## config.mk

```make
export PLATFORM = sky130hd
export DESIGN_NAME = write_order_shim
export DESIGN_NICKNAME = d
export VERILOG_FILES = /design/src/common/req_pkg.sv /design/src/common/track_pkg.sv /design/src/common/trk_if.sv /design/src/tracker/slot_tracker.sv /design/src/order_pipe/order_pipe.sv /design/src/logic/write_order_shim.sv
export VERILOG_INCLUDE_DIRS = /design/src /design/src/common
export SDC_FILE = /design/constraint.sdc
export NUM_CORES = 1
export LEC_CHECK = 0
export BUFFER_PORTS_ARGS = -buffer_cell sky130_fd_sc_hd__buf_2
export CORE_MARGIN = 10
export CORE_UTILIZATION = 52
export CTS_BUF_LIST = sky130_fd_sc_hd__clkbuf_4 sky130_fd_sc_hd__clkbuf_8 sky130_fd_sc_hd__clkbuf_16
export DETAILED_ROUTE_END_ITERATION = 7
export MAX_ROUTING_LAYER = met4
export PLACE_DENSITY = 0.77
export REMOVE_ABC_BUFFERS = 1
export SLEW_MARGIN = 15
export SYNTH_ARGS = -nofsm -noshare
export SYNTH_HDL_FRONTEND = slang
export SYNTH_SLANG_ARGS = --single-unit
```

## constraint.sdc

```tcl
create_clock -name clk -period 5.8 [get_ports clk]
set_clock_uncertainty 0.2 [all_clocks]
set_input_delay 0.29 -clock clk [delete_from_list [all_inputs] [get_ports clk]]
set_output_delay 0.29 -clock clk [all_outputs]
set_load 0.05 [all_outputs]
```

## src/common/shim_settings.svh

```systemverilog
// Sizing for the write order shim
// Bus widths, hash width and the number of outstanding slots per side

`ifndef SHIM_SETTINGS_SVH
`define SHIM_SETTINGS_SVH

// Request address and data word widths
`define ADDR_BITS 32
`define DATA_BITS 32

// Tag width carried by the source on every request
`define TAG_BITS 16

// Width of the folded address hash kept per outstanding request
`define HASH_BITS 9

// Outstanding reads and writes allowed at any time
`define RD_SLOTS 16
`define WR_SLOTS 8

// Index widths follow from the slot counts
// These are the low tag bits that the shim overwrites on the way out
`define RD_IDX_BITS ($clog2(`RD_SLOTS))
`define WR_IDX_BITS ($clog2(`WR_SLOTS))

`endif

```

## src/common/req_pkg.sv

```systemverilog
// Request-side types for the write order shim
// Address and data words, and the tag word with its two slot views

`include "shim_settings.svh"

package req_pkg;

    typedef logic [`ADDR_BITS-1:0] t_addr;
    typedef logic [`DATA_BITS-1:0] t_data;

    // Read view of a tag
    // The low bits carry the read slot index while the request is in memory
    typedef struct packed {
        logic [`TAG_BITS-`RD_IDX_BITS-1:0] keep;
        logic [`RD_IDX_BITS-1:0] idx;
    } t_tag_rd;

    // Write view of a tag
    // Fewer write slots, so fewer low bits are borrowed
    typedef struct packed {
        logic [`TAG_BITS-`WR_IDX_BITS-1:0] keep;
        logic [`WR_IDX_BITS-1:0] idx;
    } t_tag_wr;

    // One tag word, read as the source's whole tag or through a slot view
    typedef union packed {
        logic [`TAG_BITS-1:0] whole;
        t_tag_rd rd;
        t_tag_wr wr;
    } t_tag;

endpackage

```

## src/common/track_pkg.sv

```systemverilog
// Tracker-side types for the write order shim
// Address hash, slot index types, the side selector and the hash function

`include "shim_settings.svh"

package track_pkg;

    typedef logic [`HASH_BITS-1:0] t_hash;
    typedef logic [`RD_IDX_BITS-1:0] t_rd_idx;
    typedef logic [`WR_IDX_BITS-1:0] t_wr_idx;

    // Which side a tracker serves
    typedef enum logic { side_read, side_write } t_side;

    // Hash-wide chunks needed to cover a whole address
    localparam int N_CHUNKS = (`ADDR_BITS + `HASH_BITS - 1) / `HASH_BITS;

    // Exclusive-or fold of the address in hash-wide chunks
    // The top chunk is zero padded
    function automatic t_hash addr_hash(input req_pkg::t_addr addr);
        logic [N_CHUNKS*`HASH_BITS-1:0] padded;
        t_hash folded;
        padded = '0;
        padded[`ADDR_BITS-1:0] = addr;
        folded = '0;
        for (int c = 0; c < N_CHUNKS; c++)
            folded = folded ^ padded[c*`HASH_BITS +: `HASH_BITS];
        return folded;
    endfunction

endpackage

```

## src/common/trk_if.sv

```systemverilog
// Link between the order stage and one slot tracker
// The order stage allocates slots and presents hash tests
// The tracker reports free space, the next slot index and test hits

`timescale 1ns/1ns
`include "shim_settings.svh"

interface trk_if
#(
    parameter int N_TEST = 1,
    parameter int IDX_BITS = `RD_IDX_BITS
);

    // Driven by the order stage
    logic alloc_en;
    track_pkg::t_hash alloc_hash;
    logic [IDX_BITS-1:0] alloc_keep;
    track_pkg::t_hash test_hash [N_TEST];
    logic [N_TEST-1:0] test_en;

    // Driven by the tracker
    logic has_free;
    logic [IDX_BITS-1:0] alloc_idx;
    logic [N_TEST-1:0] test_hit;

    modport order (output alloc_en, alloc_hash, alloc_keep, test_hash, test_en,
                   input has_free, alloc_idx, test_hit);
    modport slot (input alloc_en, alloc_hash, alloc_keep, test_hash, test_en,
                  output has_free, alloc_idx, test_hit);

endinterface

```

## src/tracker/slot_tracker.sv

```systemverilog
// Slot tracker for one side of the write order shim
// Hands out free slot indexes and keeps, per busy slot, the address hash
// and the tag bits that the index displaced. Answers hash tests from the
// order stage. A response frees the slot named in its tag and leaves with
// the original tag bits put back

`timescale 1ns/1ns
`include "shim_settings.svh"

module slot_tracker
#(
    parameter track_pkg::t_side SIDE = track_pkg::side_read
)
(
    input logic clk,
    input logic reset_n,
    trk_if.slot trk,
    input logic free_valid,
    input req_pkg::t_tag free_tag,
    output req_pkg::t_tag restored_tag
);

    localparam int N_SLOTS = (SIDE == track_pkg::side_read) ? `RD_SLOTS : `WR_SLOTS;
    localparam int IDX_BITS = $clog2(N_SLOTS);

    typedef logic [IDX_BITS-1:0] t_idx;

    // ============================================================
    // Free-slot heap
    // ============================================================

    // Ring of free indexes. Slot counts are powers of two so the
    // pointers wrap on their own
    t_idx free_list [N_SLOTS];
    t_idx head;
    t_idx tail;
    logic [IDX_BITS:0] free_count;

    // Slot named by the returning response
    t_idx free_idx;

    always_ff @(posedge clk)
    begin
        if (!reset_n)
        begin
            // Every slot starts out free, in index order
            for (int i = 0; i < N_SLOTS; i++)
                free_list[i] <= t_idx'(i);
            head <= '0;
            tail <= '0;
            free_count <= (IDX_BITS+1)'(N_SLOTS);
        end
        else
        begin
            if (trk.alloc_en)
                head <= head + 1'b1;
            if (free_valid)
            begin
                free_list[tail] <= free_idx;
                tail <= tail + 1'b1;
            end
            // An allocation and a free in one cycle leave the count alone
            case ({trk.alloc_en, free_valid})
                2'b10: free_count <= free_count - 1'b1;
                2'b01: free_count <= free_count + 1'b1;
                default: free_count <= free_count;
            endcase
        end
    end

    assign trk.has_free = (free_count != '0);
    assign trk.alloc_idx = free_list[head];

    // ============================================================
    // Hash filter and saved tag bits
    // ============================================================

    logic [N_SLOTS-1:0] busy;
    track_pkg::t_hash slot_hash [N_SLOTS];
    t_idx slot_keep [N_SLOTS];

    always_ff @(posedge clk)
    begin
        if (!reset_n)
            busy <= '0;
        else
        begin
            // The freed slot and the allocated slot are never the same one
            if (free_valid)
                busy[free_idx] <= 1'b0;
            if (trk.alloc_en)
                busy[trk.alloc_idx] <= 1'b1;
        end
    end

    always_ff @(posedge clk)
    begin
        if (trk.alloc_en)
        begin
            slot_hash[trk.alloc_idx] <= trk.alloc_hash;
            slot_keep[trk.alloc_idx] <= trk.alloc_keep;
        end
    end

    // Each enabled test hits when any busy slot holds the same hash
    always_comb
    begin
        trk.test_hit = '0;
        for (int t = 0; t < $bits(trk.test_hit); t++)
            for (int s = 0; s < N_SLOTS; s++)
                if (trk.test_en[t] && busy[s] && (slot_hash[s] == trk.test_hash[t]))
                    trk.test_hit[t] = 1'b1;
    end

    // The side picks which tag view carries the slot index
    if (SIDE == track_pkg::side_read)
    begin : g_read
        track_pkg::t_rd_idx rsp_idx;
        assign rsp_idx = free_tag.rd.idx;
        assign free_idx = rsp_idx;
        always_comb
        begin
            restored_tag = free_tag;
            restored_tag.rd.idx = slot_keep[rsp_idx];
        end
    end
    else
    begin : g_write
        track_pkg::t_wr_idx rsp_idx;
        assign rsp_idx = free_tag.wr.idx;
        assign free_idx = rsp_idx;
        always_comb
        begin
            restored_tag = free_tag;
            restored_tag.wr.idx = slot_keep[rsp_idx];
        end
    end

endmodule

```

## src/order_pipe/order_pipe.sv

```systemverilog
// Issue stage of the write order shim
// Holds one request beat, tests its address hashes against both slot
// trackers and sends the beat to memory when nothing blocks it. On issue
// the low tag bits are replaced by the allocated slot index

`timescale 1ns/1ns

module order_pipe
(
    input logic clk,
    input logic reset_n,
    input logic req_rd_valid,
    input req_pkg::t_addr req_rd_addr,
    input req_pkg::t_tag req_rd_tag,
    input logic req_wr_valid,
    input req_pkg::t_addr req_wr_addr,
    input req_pkg::t_tag req_wr_tag,
    input req_pkg::t_data req_wr_data,
    output logic req_ready,
    input logic mem_alm_full,
    output logic mem_rd_valid,
    output req_pkg::t_addr mem_rd_addr,
    output req_pkg::t_tag mem_rd_tag,
    output logic mem_wr_valid,
    output req_pkg::t_addr mem_wr_addr,
    output req_pkg::t_tag mem_wr_tag,
    output req_pkg::t_data mem_wr_data,
    trk_if.order rd_trk,
    trk_if.order wr_trk
);

    // ============================================================
    // Stage storage
    // ============================================================

    logic st_rd_valid;
    logic st_wr_valid;
    req_pkg::t_addr st_rd_addr;
    req_pkg::t_tag st_rd_tag;
    track_pkg::t_hash st_rd_hash;
    req_pkg::t_addr st_wr_addr;
    req_pkg::t_tag st_wr_tag;
    req_pkg::t_data st_wr_data;
    track_pkg::t_hash st_wr_hash;

    // The request port opens the cycle after reset is released,
    // once the trackers have filled their free lists
    logic ready_en;

    logic stage_full;
    logic conflict;
    logic blocked;
    logic issue;
    logic take;

    track_pkg::t_rd_idx rd_idx;
    track_pkg::t_wr_idx wr_idx;

    assign stage_full = st_rd_valid | st_wr_valid;

    // Read waits on writes. Write waits on reads and on writes
    assign conflict = rd_trk.test_hit[0] | wr_trk.test_hit[0] | wr_trk.test_hit[1];

    // Read and write of one beat leave together, so any cause stalls both
    assign blocked = stage_full &&
                     (mem_alm_full ||
                      (st_rd_valid && !rd_trk.has_free) ||
                      (st_wr_valid && !wr_trk.has_free) ||
                      conflict);

    assign issue = stage_full && !blocked;
    assign req_ready = ready_en && (!stage_full || issue);
    assign take = req_ready && (req_rd_valid || req_wr_valid);

    always_ff @(posedge clk)
    begin
        if (!reset_n)
        begin
            ready_en <= 1'b0;
            st_rd_valid <= 1'b0;
            st_wr_valid <= 1'b0;
        end
        else
        begin
            ready_en <= 1'b1;
            if (take)
            begin
                st_rd_valid <= req_rd_valid;
                st_wr_valid <= req_wr_valid;
            end
            else if (issue)
            begin
                st_rd_valid <= 1'b0;
                st_wr_valid <= 1'b0;
            end
        end
    end

    // Payload follows the valids. Hashes are folded here, as the beat is taken
    always_ff @(posedge clk)
    begin
        if (take)
        begin
            st_rd_addr <= req_rd_addr;
            st_rd_tag <= req_rd_tag;
            st_rd_hash <= track_pkg::addr_hash(req_rd_addr);
            st_wr_addr <= req_wr_addr;
            st_wr_tag <= req_wr_tag;
            st_wr_data <= req_wr_data;
            st_wr_hash <= track_pkg::addr_hash(req_wr_addr);
        end
    end

    // ============================================================
    // Tracker tests and allocation
    // ============================================================

    // Read tracker sees only the write. Write tracker sees read then write
    assign rd_trk.test_hash[0] = st_wr_hash;
    assign rd_trk.test_en[0] = st_wr_valid;
    assign wr_trk.test_hash[0] = st_rd_hash;
    assign wr_trk.test_en[0] = st_rd_valid;
    assign wr_trk.test_hash[1] = st_wr_hash;
    assign wr_trk.test_en[1] = st_wr_valid;

    assign rd_trk.alloc_en = mem_rd_valid;
    assign rd_trk.alloc_hash = st_rd_hash;
    assign rd_trk.alloc_keep = st_rd_tag.rd.idx;
    assign wr_trk.alloc_en = mem_wr_valid;
    assign wr_trk.alloc_hash = st_wr_hash;
    assign wr_trk.alloc_keep = st_wr_tag.wr.idx;

    // ============================================================
    // Memory requests
    // ============================================================

    assign rd_idx = rd_trk.alloc_idx;
    assign wr_idx = wr_trk.alloc_idx;

    assign mem_rd_valid = issue && st_rd_valid;
    assign mem_rd_addr = st_rd_addr;
    assign mem_wr_valid = issue && st_wr_valid;
    assign mem_wr_addr = st_wr_addr;
    assign mem_wr_data = st_wr_data;

    // Slot index rides in the low tag bits while the request is out
    always_comb
    begin
        mem_rd_tag = st_rd_tag;
        mem_rd_tag.rd.idx = rd_idx;
        mem_wr_tag = st_wr_tag;
        mem_wr_tag.wr.idx = wr_idx;
    end

endmodule

```

## src/logic/write_order_shim.sv

```systemverilog
// Top level of the write order shim
// Keeps writes ordered behind same-address reads and writes, and reads
// behind same-address writes, toward a memory that answers out of order

`timescale 1ns/1ns
`include "shim_settings.svh"

module write_order_shim
(
    input logic clk,
    input logic reset_n,

    // Request source
    input logic req_rd_valid,
    input req_pkg::t_addr req_rd_addr,
    input req_pkg::t_tag req_rd_tag,
    input logic req_wr_valid,
    input req_pkg::t_addr req_wr_addr,
    input req_pkg::t_tag req_wr_tag,
    input req_pkg::t_data req_wr_data,
    output logic req_ready,

    // Memory requests
    input logic mem_alm_full,
    output logic mem_rd_valid,
    output req_pkg::t_addr mem_rd_addr,
    output req_pkg::t_tag mem_rd_tag,
    output logic mem_wr_valid,
    output req_pkg::t_addr mem_wr_addr,
    output req_pkg::t_tag mem_wr_tag,
    output req_pkg::t_data mem_wr_data,

    // Memory responses, in any order
    input logic mem_rd_rsp_valid,
    input req_pkg::t_tag mem_rd_rsp_tag,
    input req_pkg::t_data mem_rd_rsp_data,
    input logic mem_wr_rsp_valid,
    input req_pkg::t_tag mem_wr_rsp_tag,

    // Responses back to the source
    output logic rd_rsp_valid,
    output req_pkg::t_tag rd_rsp_tag,
    output req_pkg::t_data rd_rsp_data,
    output logic wr_rsp_valid,
    output req_pkg::t_tag wr_rsp_tag
);

    // Read tracker is tested by the write only
    trk_if #(.N_TEST(1), .IDX_BITS(`RD_IDX_BITS)) rd_trk ();
    // Write tracker is tested by the read and by the write
    trk_if #(.N_TEST(2), .IDX_BITS(`WR_IDX_BITS)) wr_trk ();

    order_pipe u_order (
        .clk, .reset_n,
        .req_rd_valid, .req_rd_addr, .req_rd_tag,
        .req_wr_valid, .req_wr_addr, .req_wr_tag, .req_wr_data,
        .req_ready, .mem_alm_full,
        .mem_rd_valid, .mem_rd_addr, .mem_rd_tag,
        .mem_wr_valid, .mem_wr_addr, .mem_wr_tag, .mem_wr_data,
        .rd_trk(rd_trk.order), .wr_trk(wr_trk.order)
    );

    // Responses free their slot and leave in the same cycle
    slot_tracker #(.SIDE(track_pkg::side_read)) u_rd_trk (
        .clk, .reset_n, .trk(rd_trk.slot),
        .free_valid(mem_rd_rsp_valid), .free_tag(mem_rd_rsp_tag),
        .restored_tag(rd_rsp_tag)
    );

    slot_tracker #(.SIDE(track_pkg::side_write)) u_wr_trk (
        .clk, .reset_n, .trk(wr_trk.slot),
        .free_valid(mem_wr_rsp_valid), .free_tag(mem_wr_rsp_tag),
        .restored_tag(wr_rsp_tag)
    );

    assign rd_rsp_valid = mem_rd_rsp_valid;
    assign rd_rsp_data = mem_rd_rsp_data;
    assign wr_rsp_valid = mem_wr_rsp_valid;

endmodule

```

# Word level (Yosys, flattened, before mapping)
# Memory sizes are Yosys's and may differ from the RTL's. A register that Yosys moved wholly into a read port is not among the register bits.
# Index checks and enable logic that the tools add are counted.
dict set report op_classes {
  muxes 73
  n_addsub 8
  eq_ne 36
  n_reduce_logical 92
  bitwise_logic 15
  magnitude_cmp 8
}
# operator n
set ops {}
lappend ops {{$eq 9x9->1} 32}
lappend ops {{$logic_and 1x1->1} 76}
lappend ops {{$mux 1} 53}
lappend ops {{$mux 16} 3}
lappend ops {{$xor 9x9->9} 4}
lappend ops {{$mux 8} 3}
lappend ops {{$xor 9x5->9} 2}
lappend ops {{$and 16x16->16} 1}
lappend ops {{$mux 4} 4}
lappend ops {{$not 16->16} 1}
lappend ops {{$or 16x16->16} 1}
lappend ops {{$add 4x1->4 const B} 3}
lappend ops {{$mux 3} 4}
lappend ops {{$lt 4x5->1 const B} 2}
lappend ops {{$pmux 5 s2} 1}
lappend ops {{$and 8x8->8} 1}
lappend ops {{$demux 1 s4} 2}
lappend ops {{$ge 4x1->1 const B} 2}
lappend ops {{$lt 3x4->1 const B} 2}
lappend ops {{$not 8->8} 1}
lappend ops {{$or 8x8->8} 1}
lappend ops {{$pmux 4 s2} 1}
lappend ops {{$add 3x1->3 const B} 2}
lappend ops {{$demux 1 s3} 2}
lappend ops {{14 further kinds} 28}
dict set report totals {
  ram_bits 392
  reg_bits 196
  wordCells 256
  n_memories 6
}
# memory depth width rd rd_clocked_by_memory_dff write_ports line
set mem_list {}
lappend mem_list {u_rd_trk.slot_hash 16 9 16 0 1 slot_tracker.sv:79} ;# track_pkg::t_hash slot_hash [N_SLOTS];
lappend mem_list {u_wr_trk.slot_hash 8 9 8 0 1 slot_tracker.sv:79}
lappend mem_list {u_rd_trk.free_list 16 4 1 1 16 slot_tracker.sv:34} ;# t_idx free_list [N_SLOTS];
lappend mem_list {u_rd_trk.slot_keep 16 4 1 0 1 slot_tracker.sv:80} ;# t_idx slot_keep [N_SLOTS];
lappend mem_list {u_wr_trk.free_list 8 3 1 1 8 slot_tracker.sv:34}
lappend mem_list {u_wr_trk.slot_keep 8 3 1 0 1 slot_tracker.sv:80}

# Longest topological paths before layout
# Gate-level depths: netlist (run 1).
dict set report logic_depth {
  depth_word 28
  depth_mapped 18
  ltp_nobuf 15
}

# Modules after synthesis
# A second synthesis (run 1) with hierarchy kept.
dict set report unflattened {
  cells_unflattened 1689
  hier_area_um2 25776.0
}
# mod cells_per_inst seq_area_each_um2 area_each_um2 instances
set by_module_without_submodules {}
lappend by_module_without_submodules {{slot_tracker (u_rd_trk)} 868 8828.5 13192.7 1}
lappend by_module_without_submodules {{slot_tracker (u_wr_trk)} 533 4023.9 7040.5 1}
lappend by_module_without_submodules {order_pipe 254 4444.3 5287.6 1}
lappend by_module_without_submodules {write_order_shim 34 0.0 255.2 1}

# Worst setup path after synthesis (run 1)
# Ideal clock, no wire load.
dict set report synth_path {
  kind {register to register}
  start {reg u_order.st_rd_hash[7], in the netlist u_order.rd_trk.alloc_hash[7]}
  end {reg u_order.st_rd_addr[0], in the netlist u_order.mem_rd_addr[0], enable pin}
  t_arrival_ps 5285
  stages_incl_launch_ff 11
  period_less_slack_ps 5985
  setup_time_ps 500
  setup_slack_ps -185
  cell_sequence {edfxtp_1 buf_4 xnor2_1 nand4_1 nor3_1 or4_4 nor4_4 nand3_2 buf_6 o21ai_0 o211a_1}
}
dict set report synth_between {
  elab_chain_len 19
}
# element line
set synth_rtl {}
lappend synth_rtl {{start: declaration} order_pipe.sv:40} ;# track_pkg::t_hash st_rd_hash;
lappend synth_rtl {{start signal: assignment} order_pipe.sv:106} ;# st_rd_hash <= track_pkg::addr_hash(req_rd_addr);
lappend synth_rtl {{$eq 9x9->1} slot_tracker.sv:111} ;# if (trk.test_en[t] && busy[s] && (slot_hash[s] == trk.test_hash[t]))
lappend synth_rtl {{$logic_and 1x1->1} slot_tracker.sv:111}
lappend synth_rtl {{$mux 1 (7 in series)} slot_tracker.sv:111}
lappend synth_rtl {{$mux 1 (*)} slot_tracker.sv:111}
lappend synth_rtl {{$or 1x1->1 (*) (2 in series)} order_pipe.sv:62} ;# assign conflict = rd_trk.test_hit[0] | wr_trk.test_hit[0] | wr_trk.test_hit[1];
lappend synth_rtl {{$logic_or 1x1->1 (*)} order_pipe.sv:68} ;# (st_wr_valid && !wr_trk.has_free) ||
lappend synth_rtl {{$logic_and 1x1->1 (*)} order_pipe.sv:65} ;# assign blocked = stage_full &&
lappend synth_rtl {{$logic_not 1->1 (*)} order_pipe.sv:71} ;# assign issue = stage_full && !blocked;
lappend synth_rtl {{$logic_and 1x1->1 (*)} order_pipe.sv:71}
lappend synth_rtl {{$logic_or 1x1->1 (*)} order_pipe.sv:72} ;# assign req_ready = ready_en && (!stage_full || issue);
lappend synth_rtl {{$logic_and 1x1->1 (*)} order_pipe.sv:72}
lappend synth_rtl {{$logic_and 1x1->1 (*)} order_pipe.sv:73} ;# assign take = req_ready && (req_rd_valid || req_wr_valid);
lappend synth_rtl {{via u_order.take} order_pipe.sv:54} ;# logic take;
lappend synth_rtl {{end signal: assignment} order_pipe.sv:104} ;# st_rd_addr <= req_rd_addr;
lappend synth_rtl {{end: declaration} order_pipe.sv:38} ;# req_pkg::t_addr st_rd_addr;
# Mark *: on every way through the listed nets, which the timed path passes. The rest lies on a longest branch.
# A chain may end at the register's enable or synchronous reset.

# Worst setup path in the final report (run 1)
dict set report layout_path {
  start {reg u_order.st_wr_hash[3], in the netlist u_order.rd_trk.test_hash[3]}
  end {reg u_wr_trk.free_count[3]}
}
dict set report layout_between {
  elab_chain_len 27
}
# element line
set layout_rtl {}
lappend layout_rtl {{start: declaration} order_pipe.sv:44} ;# track_pkg::t_hash st_wr_hash;
lappend layout_rtl {{start signal: assignment} order_pipe.sv:110} ;# st_wr_hash <= track_pkg::addr_hash(req_wr_addr);
lappend layout_rtl {{$eq 9x9->1} slot_tracker.sv:111}
lappend layout_rtl {{$logic_and 1x1->1} slot_tracker.sv:111}
lappend layout_rtl {{$mux 1 (16 in series)} slot_tracker.sv:111}
lappend layout_rtl {{$or 1x1->1} order_pipe.sv:62}
lappend layout_rtl {{$or 1x1->1 (*)} order_pipe.sv:62}
lappend layout_rtl {{$logic_or 1x1->1 (*)} order_pipe.sv:68}
lappend layout_rtl {{$logic_and 1x1->1 (*)} order_pipe.sv:65}
lappend layout_rtl {{$logic_not 1->1 (*)} order_pipe.sv:71}
lappend layout_rtl {{$logic_and 1x1->1 (*)} order_pipe.sv:71}
lappend layout_rtl {{$logic_and 1x1->1 (*)} order_pipe.sv:142} ;# assign mem_wr_valid = issue && st_wr_valid;
lappend layout_rtl {{$eq 2x1->1 / $eq 2x2->1 (equally long branches)} slot_tracker.sv:63} ;# case ({trk.alloc_en, free_valid})
lappend layout_rtl {{$pmux 4 s2 / $reduce_bool 2->1 (equally long branches)} --}
lappend layout_rtl {{end signal: assignment} slot_tracker.sv:64} ;# 2'b10: free_count <= free_count - 1'b1;
lappend layout_rtl {{end signal: assignment} slot_tracker.sv:65} ;# 2'b01: free_count <= free_count + 1'b1;
lappend layout_rtl {{end signal: assignment} slot_tracker.sv:66} ;# default: free_count <= free_count;
lappend layout_rtl {{end: declaration} slot_tracker.sv:37} ;# logic [IDX_BITS:0] free_count;
# Every way passes the cells marked *; elsewhere a longest branch is shown, timed or not.

==> qor.txt, run 1 <==
H-tree level count: 2
Most frequent cells in the layout: 538 x edfxtp_1, 318 x xnor2_1, 281 x buf_2, 135 x dlygate4sd3_1, 75 x nand2_1
Required @ worst endpoint: 6.14 ns
Critical-path maximum fanout: 19
Seq/Total Area, Yosys: 66.87%
Avg Vias per Cell: 5.605
Post-CTS Hold Buffers: 135
Post-DRT Antenna Nets: 0
Total GRT Usage: 23.16%
Initial core utilization: 52.73%
Max Transition Viols Final: 0
Worst setup EP type: flop
Port buffer count: 281
Syn Area/Cell: 15.49 um2
Root buf cell: clkbuf_16
Most common cell after layout, fill and taps aside: edfxtp_1
Startpoint Class: flop
Final Hold Vio Count: 0
Longest Clk Path Bufs: 3
WL final: 67.34 mm
CP cell instances: buf_4, xnor2_1, nand4_1, nor3_1, or4_1, nor4_2, nand3_2, ha_1, inv_1, ha_1, a21o_1, a21oi_1, xnor2_1, or3_1, nand3_1
Power Density: 323.0 nW/um2
Dpl hpwl: 43.68 mm
Initial antenna violation count: 1
TritonRoute pass-1 iters: 5
Crit Path Class: flop to flop
# Max-Cap Violations: 0
TritonCTS clock tree: built
Clock Latency Late Sink: 0.61 ns
Worst-path clk slew: 0.06 ns
R2R Setup Slk: 1.05 ns
Post-CTS Resized: 0
Mapped Cells: 1670
CORE AREA: 49050 um2
Postcts setup bufs: 0
WP data arrival: 5.09 ns
Largest net degree at the start of global routing: 80
Clock buffer count from CTS: 59
Final nets: 2255
Total number of yosys warnings: 0
Setup_tns: 0 ns
RSZ-0062 raised after global routing: no
Wirelength per Cell: 24.49 um
Worst slew pin tran: 1.104 ns
Synth top area share: 62.46%
Num rows: 81
Hold Crit Class: primary input to flop
Outcome: complete, no violations
CP Buf/Inv Count: 2
Top Ports: 396
Clock sinks: 595
Largest stage delay, worst path: 0.84 ns
Hold slack: 0.1496 ns
Final Util: 62.66%
Via count: 15.42k
Fin crit period: 4.749 ns
Die area: 59060 um2
Yosys top cell by area: edfxtp_1
Cell variety after synth: 51
Setup violators final: 0
Die Y-Extent: 243.0 um
Routability Congestion: 0.9231
DRC viols: 0
Cell area after synthesis: 25870 um2
Area growth, synth to finish: 18.84%
Final Non-Filler Cells: 2750
Die width: 243.0 um
Top post-synthesis cells by area: edfxtp_1 62%, xnor2_1 11%, mux4_2 4.5%, dfxtp_1 4.4%, buf_4 2.5%
Post-route clock period utilization: 81.88%
Inst Count DP: 2508
Crit-path slowest cell: edfxtp_1
Total grt overflow: 0
Number of global-route vias before repair: 16.63k
Relative slew slack: 26.28%
Fmax: 0.2106 GHz
First-pass GRT wire length: 101.6 mm
Lkg Pwr: 10.47 nW
Power Total: 9.928 mW
VDD IR max: 224.6 uV
Crit path max-delay family: simple AND/OR/NAND/NOR gates
DR iter-0 viols: 1364
FF+latch count, synth: 595
Layout cells sized above 1: 26.57%
==> logic make-up after synthesis <==
group | after synthesis | synth area share [%]
DFF | 595 | 66.87
and+or+nand+nor | 396 | 8.789
xor gates and xnor gates | 348 | 11.78
adders and majority gates | 16 | 0.8320
muxes | 61 | 4.890
AOI/OAI and AO/OA | 72 | 1.959
buffers and inverters | 182 | 4.876
==> where the power goes <==
| part | total, mW | internal, mW | switching (mW) | leakage, nW |
|---|---|---|---|---|
| logic | 1.18 | 0.432 | 0.750 | 4.16 |
| registers | 4.95 | 4.84 | 0.111 | 5.34 |
| clock network | 3.80 | 2.23 | 1.56 | 0.971 |
==> through the flow <==
step                      setup slack [ns]  instance area, um2
final                                1.051               30740
after detailed placement             1.112               27460
after global placement               1.261               27460
after floorplan                    -0.6022               24660
after CTS                            1.100               30730
after global routing                0.7673               30740
==> cell usage after synthesis (all sizes together) <==
master and n:
ha 14, o21a 18, xor2 30, xnor2 318
a21oi 4, inv 16, nand2 75, or4 7
o211a 1, o311ai 14, nand3 44, clkbuf 47
or3b 2, and2 18, o22ai 2, o21ai 17
nor2 9, nor2b 3, mux2i 6, fa 2
buf 119, o31ai 8, nor4 19, nor3 54
edfxtp 538, nand2b 15, dfxtp 57, nor3b 2
a21o 5, mux4 52, mux2 3, or2 35
a21boi 2, nand3b 2, and3 32, or3 10
nand4 67, o41ai 1, and4 2
==> cell type report <==
type                       count  area, um2
fill                        3501      18310
sequential                   595      17300
multi-input combinational    893       7373
timing repair buffer         475       3251
clock buffer                  74       1624
tap                          664      830.8
clock inverter                32      300.3
inverter                      16      60.06
antenna                        1      2.502
==> per-layer routing <==
layer	global-route usage [%]	vias up	routed length, um
li1	-	6824	-
met1	28.82	7691	26860
met2	35.90	777	31930
met3	6.490	123	6435
met4	8.271	0	2120
met5	-	-	0
==> final timing paths <==
path,start,end,cells after the start
worst max register to register,u_order.rd_trk.test_hash[3],u_wr_trk.free_count[3],15
worst max-delay path,u_order.rd_trk.test_hash[3],u_wr_trk.free_count[3],15
worst min register to register,u_rd_trk.busy[10],u_rd_trk.busy[10],2
worst min-delay path,reset_n,u_rd_trk.busy[14],2
==> registers in the layout, summed over array words and instances (netlist names), 32 cells and up, named ones only <==
name / cells
u_rd_trk.slot_hash: 144
u_wr_trk.slot_hash: 72
u_rd_trk.free_list: 64
u_rd_trk.slot_keep: 64
u_order.mem_rd_addr: 32
u_order.mem_wr_addr: 32
u_order.mem_wr_data: 32
Power figures use the tool's default switching activity.
==> run 2, diff against run 1 <==
CORE_UTILIZATION = 57   (was 52)
PLACE_DENSITY = 0.8   (was 0.77)
clock period = 4.98 ns   (was 5.8 ns; I/O delays follow)
==> run 2 against run 1 <==
  * Non-clock buffer count rose by 2
  * Cell area rose by 0.37%
  * Highest routed layer unchanged
  * Global-route usage rose by 3.0 points
==> qor.txt, run 2 (synthesis gave the netlist of run 1 again) <==
Outcome: complete, no violations
Fmax: 0.2175 GHz
Largest stage delay, worst path: 0.93 ns
Post-CTS Hold Buffers: 136
VDD IR max: 313.6 uV
TritonRoute pass-1 iters: 5
Required @ worst endpoint: 5.32 ns
Number of global-route vias before repair: 16.39k
Initial antenna violation count: 0
Hold slack: 0.1310 ns
Crit path max-delay family: simple AND/OR/NAND/NOR gates
Fin area: 30850 um2
Top Registers: u_rd_trk.slot_hash: 144 flops, u_wr_trk.slot_hash: 72 flops
Pre-CTS setup slack: 0.4478 ns
Postcts setup bufs: 0
Longest Clk Path Bufs: 3
Clock Latency Late Sink: 0.63 ns
DRC viols: 0
# diodes: 0
Setup violators final: 0
Crit-path slowest cell: edfxtp_1
Post-route setup slack: 0.3829 ns
Num rows: 77
Routability Congestion: 0.8818
Die Y-Extent: 233.0 um
Relative slew slack: 31.80%
Die area: 54300 um2
Via count: 15.63k
CP cell instances: buf_12, xnor2_1, nand4_1, nor3_1, or4_4, nor4_4, and4_1, inv_2, ha_1, inv_1, ha_1, a21o_1, a21oi_1, xnor2_1, or3_1, nand3_1
WL final: 69.02 mm
Largest net degree at the start of global routing: 85
Top reg by flops: u_rd_trk.slot_hash
Wirelength per Cell: 25.70 um
Hold Crit Class: primary input to flop
Placed Area: 27430 um2
Fin crit period: 4.597 ns
First-pass GRT wire length: 103.7 mm
DR iter-0 viols: 1647
Worst setup EP type: flop
Root buf cell: clkbuf_16
Dpl hpwl: 44.00 mm
Total grt overflow: 0
Max reg flops: 144
Die width: 233.0 um
CORE AREA: 44510 um2
Final Hold Vio Count: 0
Clock buffer count from CTS: 60
# Max-Cap Violations: 0
Worst-path clk slew: 0.06 ns
RSZ-0062 raised after global routing: no
Total GRT Usage: 26.12%
H-tree level count: 2
Max Transition Viols Final: 0
Layout cells sized above 1: 26.84%
TritonCTS clock tree: built
Clock sinks: 595
Area growth, synth to finish: 19.27%
Startpoint Class: flop
Most common cell after layout, fill and taps aside: edfxtp_1
Worst slew pin tran: 1.022 ns
Most frequent cells in the layout: 538 x edfxtp_1, 318 x xnor2_1, 281 x buf_2, 136 x dlygate4sd3_1, 75 x nand2_1
WP data arrival: 4.94 ns
Post-CTS Resized: 0
Post-DRT Antenna Nets: 0
Lkg Pwr: 10.55 nW
Initial core utilization: 58.11%
Final nets: 2258
Avg Vias per Cell: 5.819
Top Ports: 396
Post-route clock period utilization: 92.31%
CP Buf/Inv Count: 3
Critical-path maximum fanout: 17
Fillers: 2843
Power Density: 382.8 nW/um2
Port buffer count: 281
Crit Path Class: flop to flop
-- run 2: cell types whose count changed in the layout (fill, tap and decap cells not counted), moves of 2 or more --
cell / delta
buf_12: +4
clkinv_2: -4
buf_4: -3
clkbuf_8: +3
clkinv_1: +2
clkinv_4: +2
inv_6: +2
nor3_1: -2
nor3_2: +2
-- run 2: layout make-up --
| class | instances | area (um2) | area share (%) |
|---|---|---|---|
| Inverter | 16 | 60.06 | 0.1947 |
| Timing Repair Buffer | 477 | 3318 | 10.76 |
| Sequential cell | 595 | 17300 | 56.07 |
| Tap cell | 592 | 740.7 | 2.401 |
| Clock buffer | 77 | 1683 | 5.455 |
| Clock inverter | 36 | 369.1 | 1.196 |
| Multi-Input combinational cell | 893 | 7383 | 23.93 |
-- run 2: per-stage QoR --
| stage | cells | total power, mW | TNS [ns] | utilization (%) |
|---|---|---|---|---|
| after floorplan | 1504 | 6.672 | -207.64 | - |
| final | 2686 | 11.81 | 0 | 69.31 |
| after detailed placement | 2437 | 7.165 | 0 | 61.62 |
| after global routing | 2686 | 12.16 | 0 | 69.31 |
| after global placement | 2437 | 7.131 | 0 | 61.62 |
| after CTS | 2686 | 11.85 | 0 | 69.29 |
-- run 2: worst paths after layout --
path | startpoint | endpoint | slack [ns] | cells after the start
setup / recovery | u_order.rd_trk.test_hash[3] | u_rd_trk.free_count[4] | 0.38 | 16
hold / removal | mem_rd_rsp_tag[3] | u_rd_trk.free_list[1][3] | 0.13 | 2
setup reg to reg | u_order.rd_trk.test_hash[3] | u_rd_trk.free_count[4] | 0.38 | 16
hold reg to reg | u_rd_trk.busy[8] | u_rd_trk.busy[8] | 0.28 | 2
-- run 2: per-layer routing --
layer / up-vias / GRT usage [%] / share of wire [%]
li1: 6844 / - / -
met1: 7759 / 33.66 / 40
met2: 904 / 39.71 / 47
met5: - / - / 0
met4: 0 / 7.892 / 2.5
met3: 122 / 7.581 / 10
-- run 2: power breakdown --
part,leakage (nW),switching (mW),total [mW],internal (mW)
Combinational,4.19,0.898,1.41,0.514
Sequential,5.34,0.124,5.76,5.63
Clock,1.03,1.89,4.64,2.75
Total,10.6,2.91,11.8,8.90
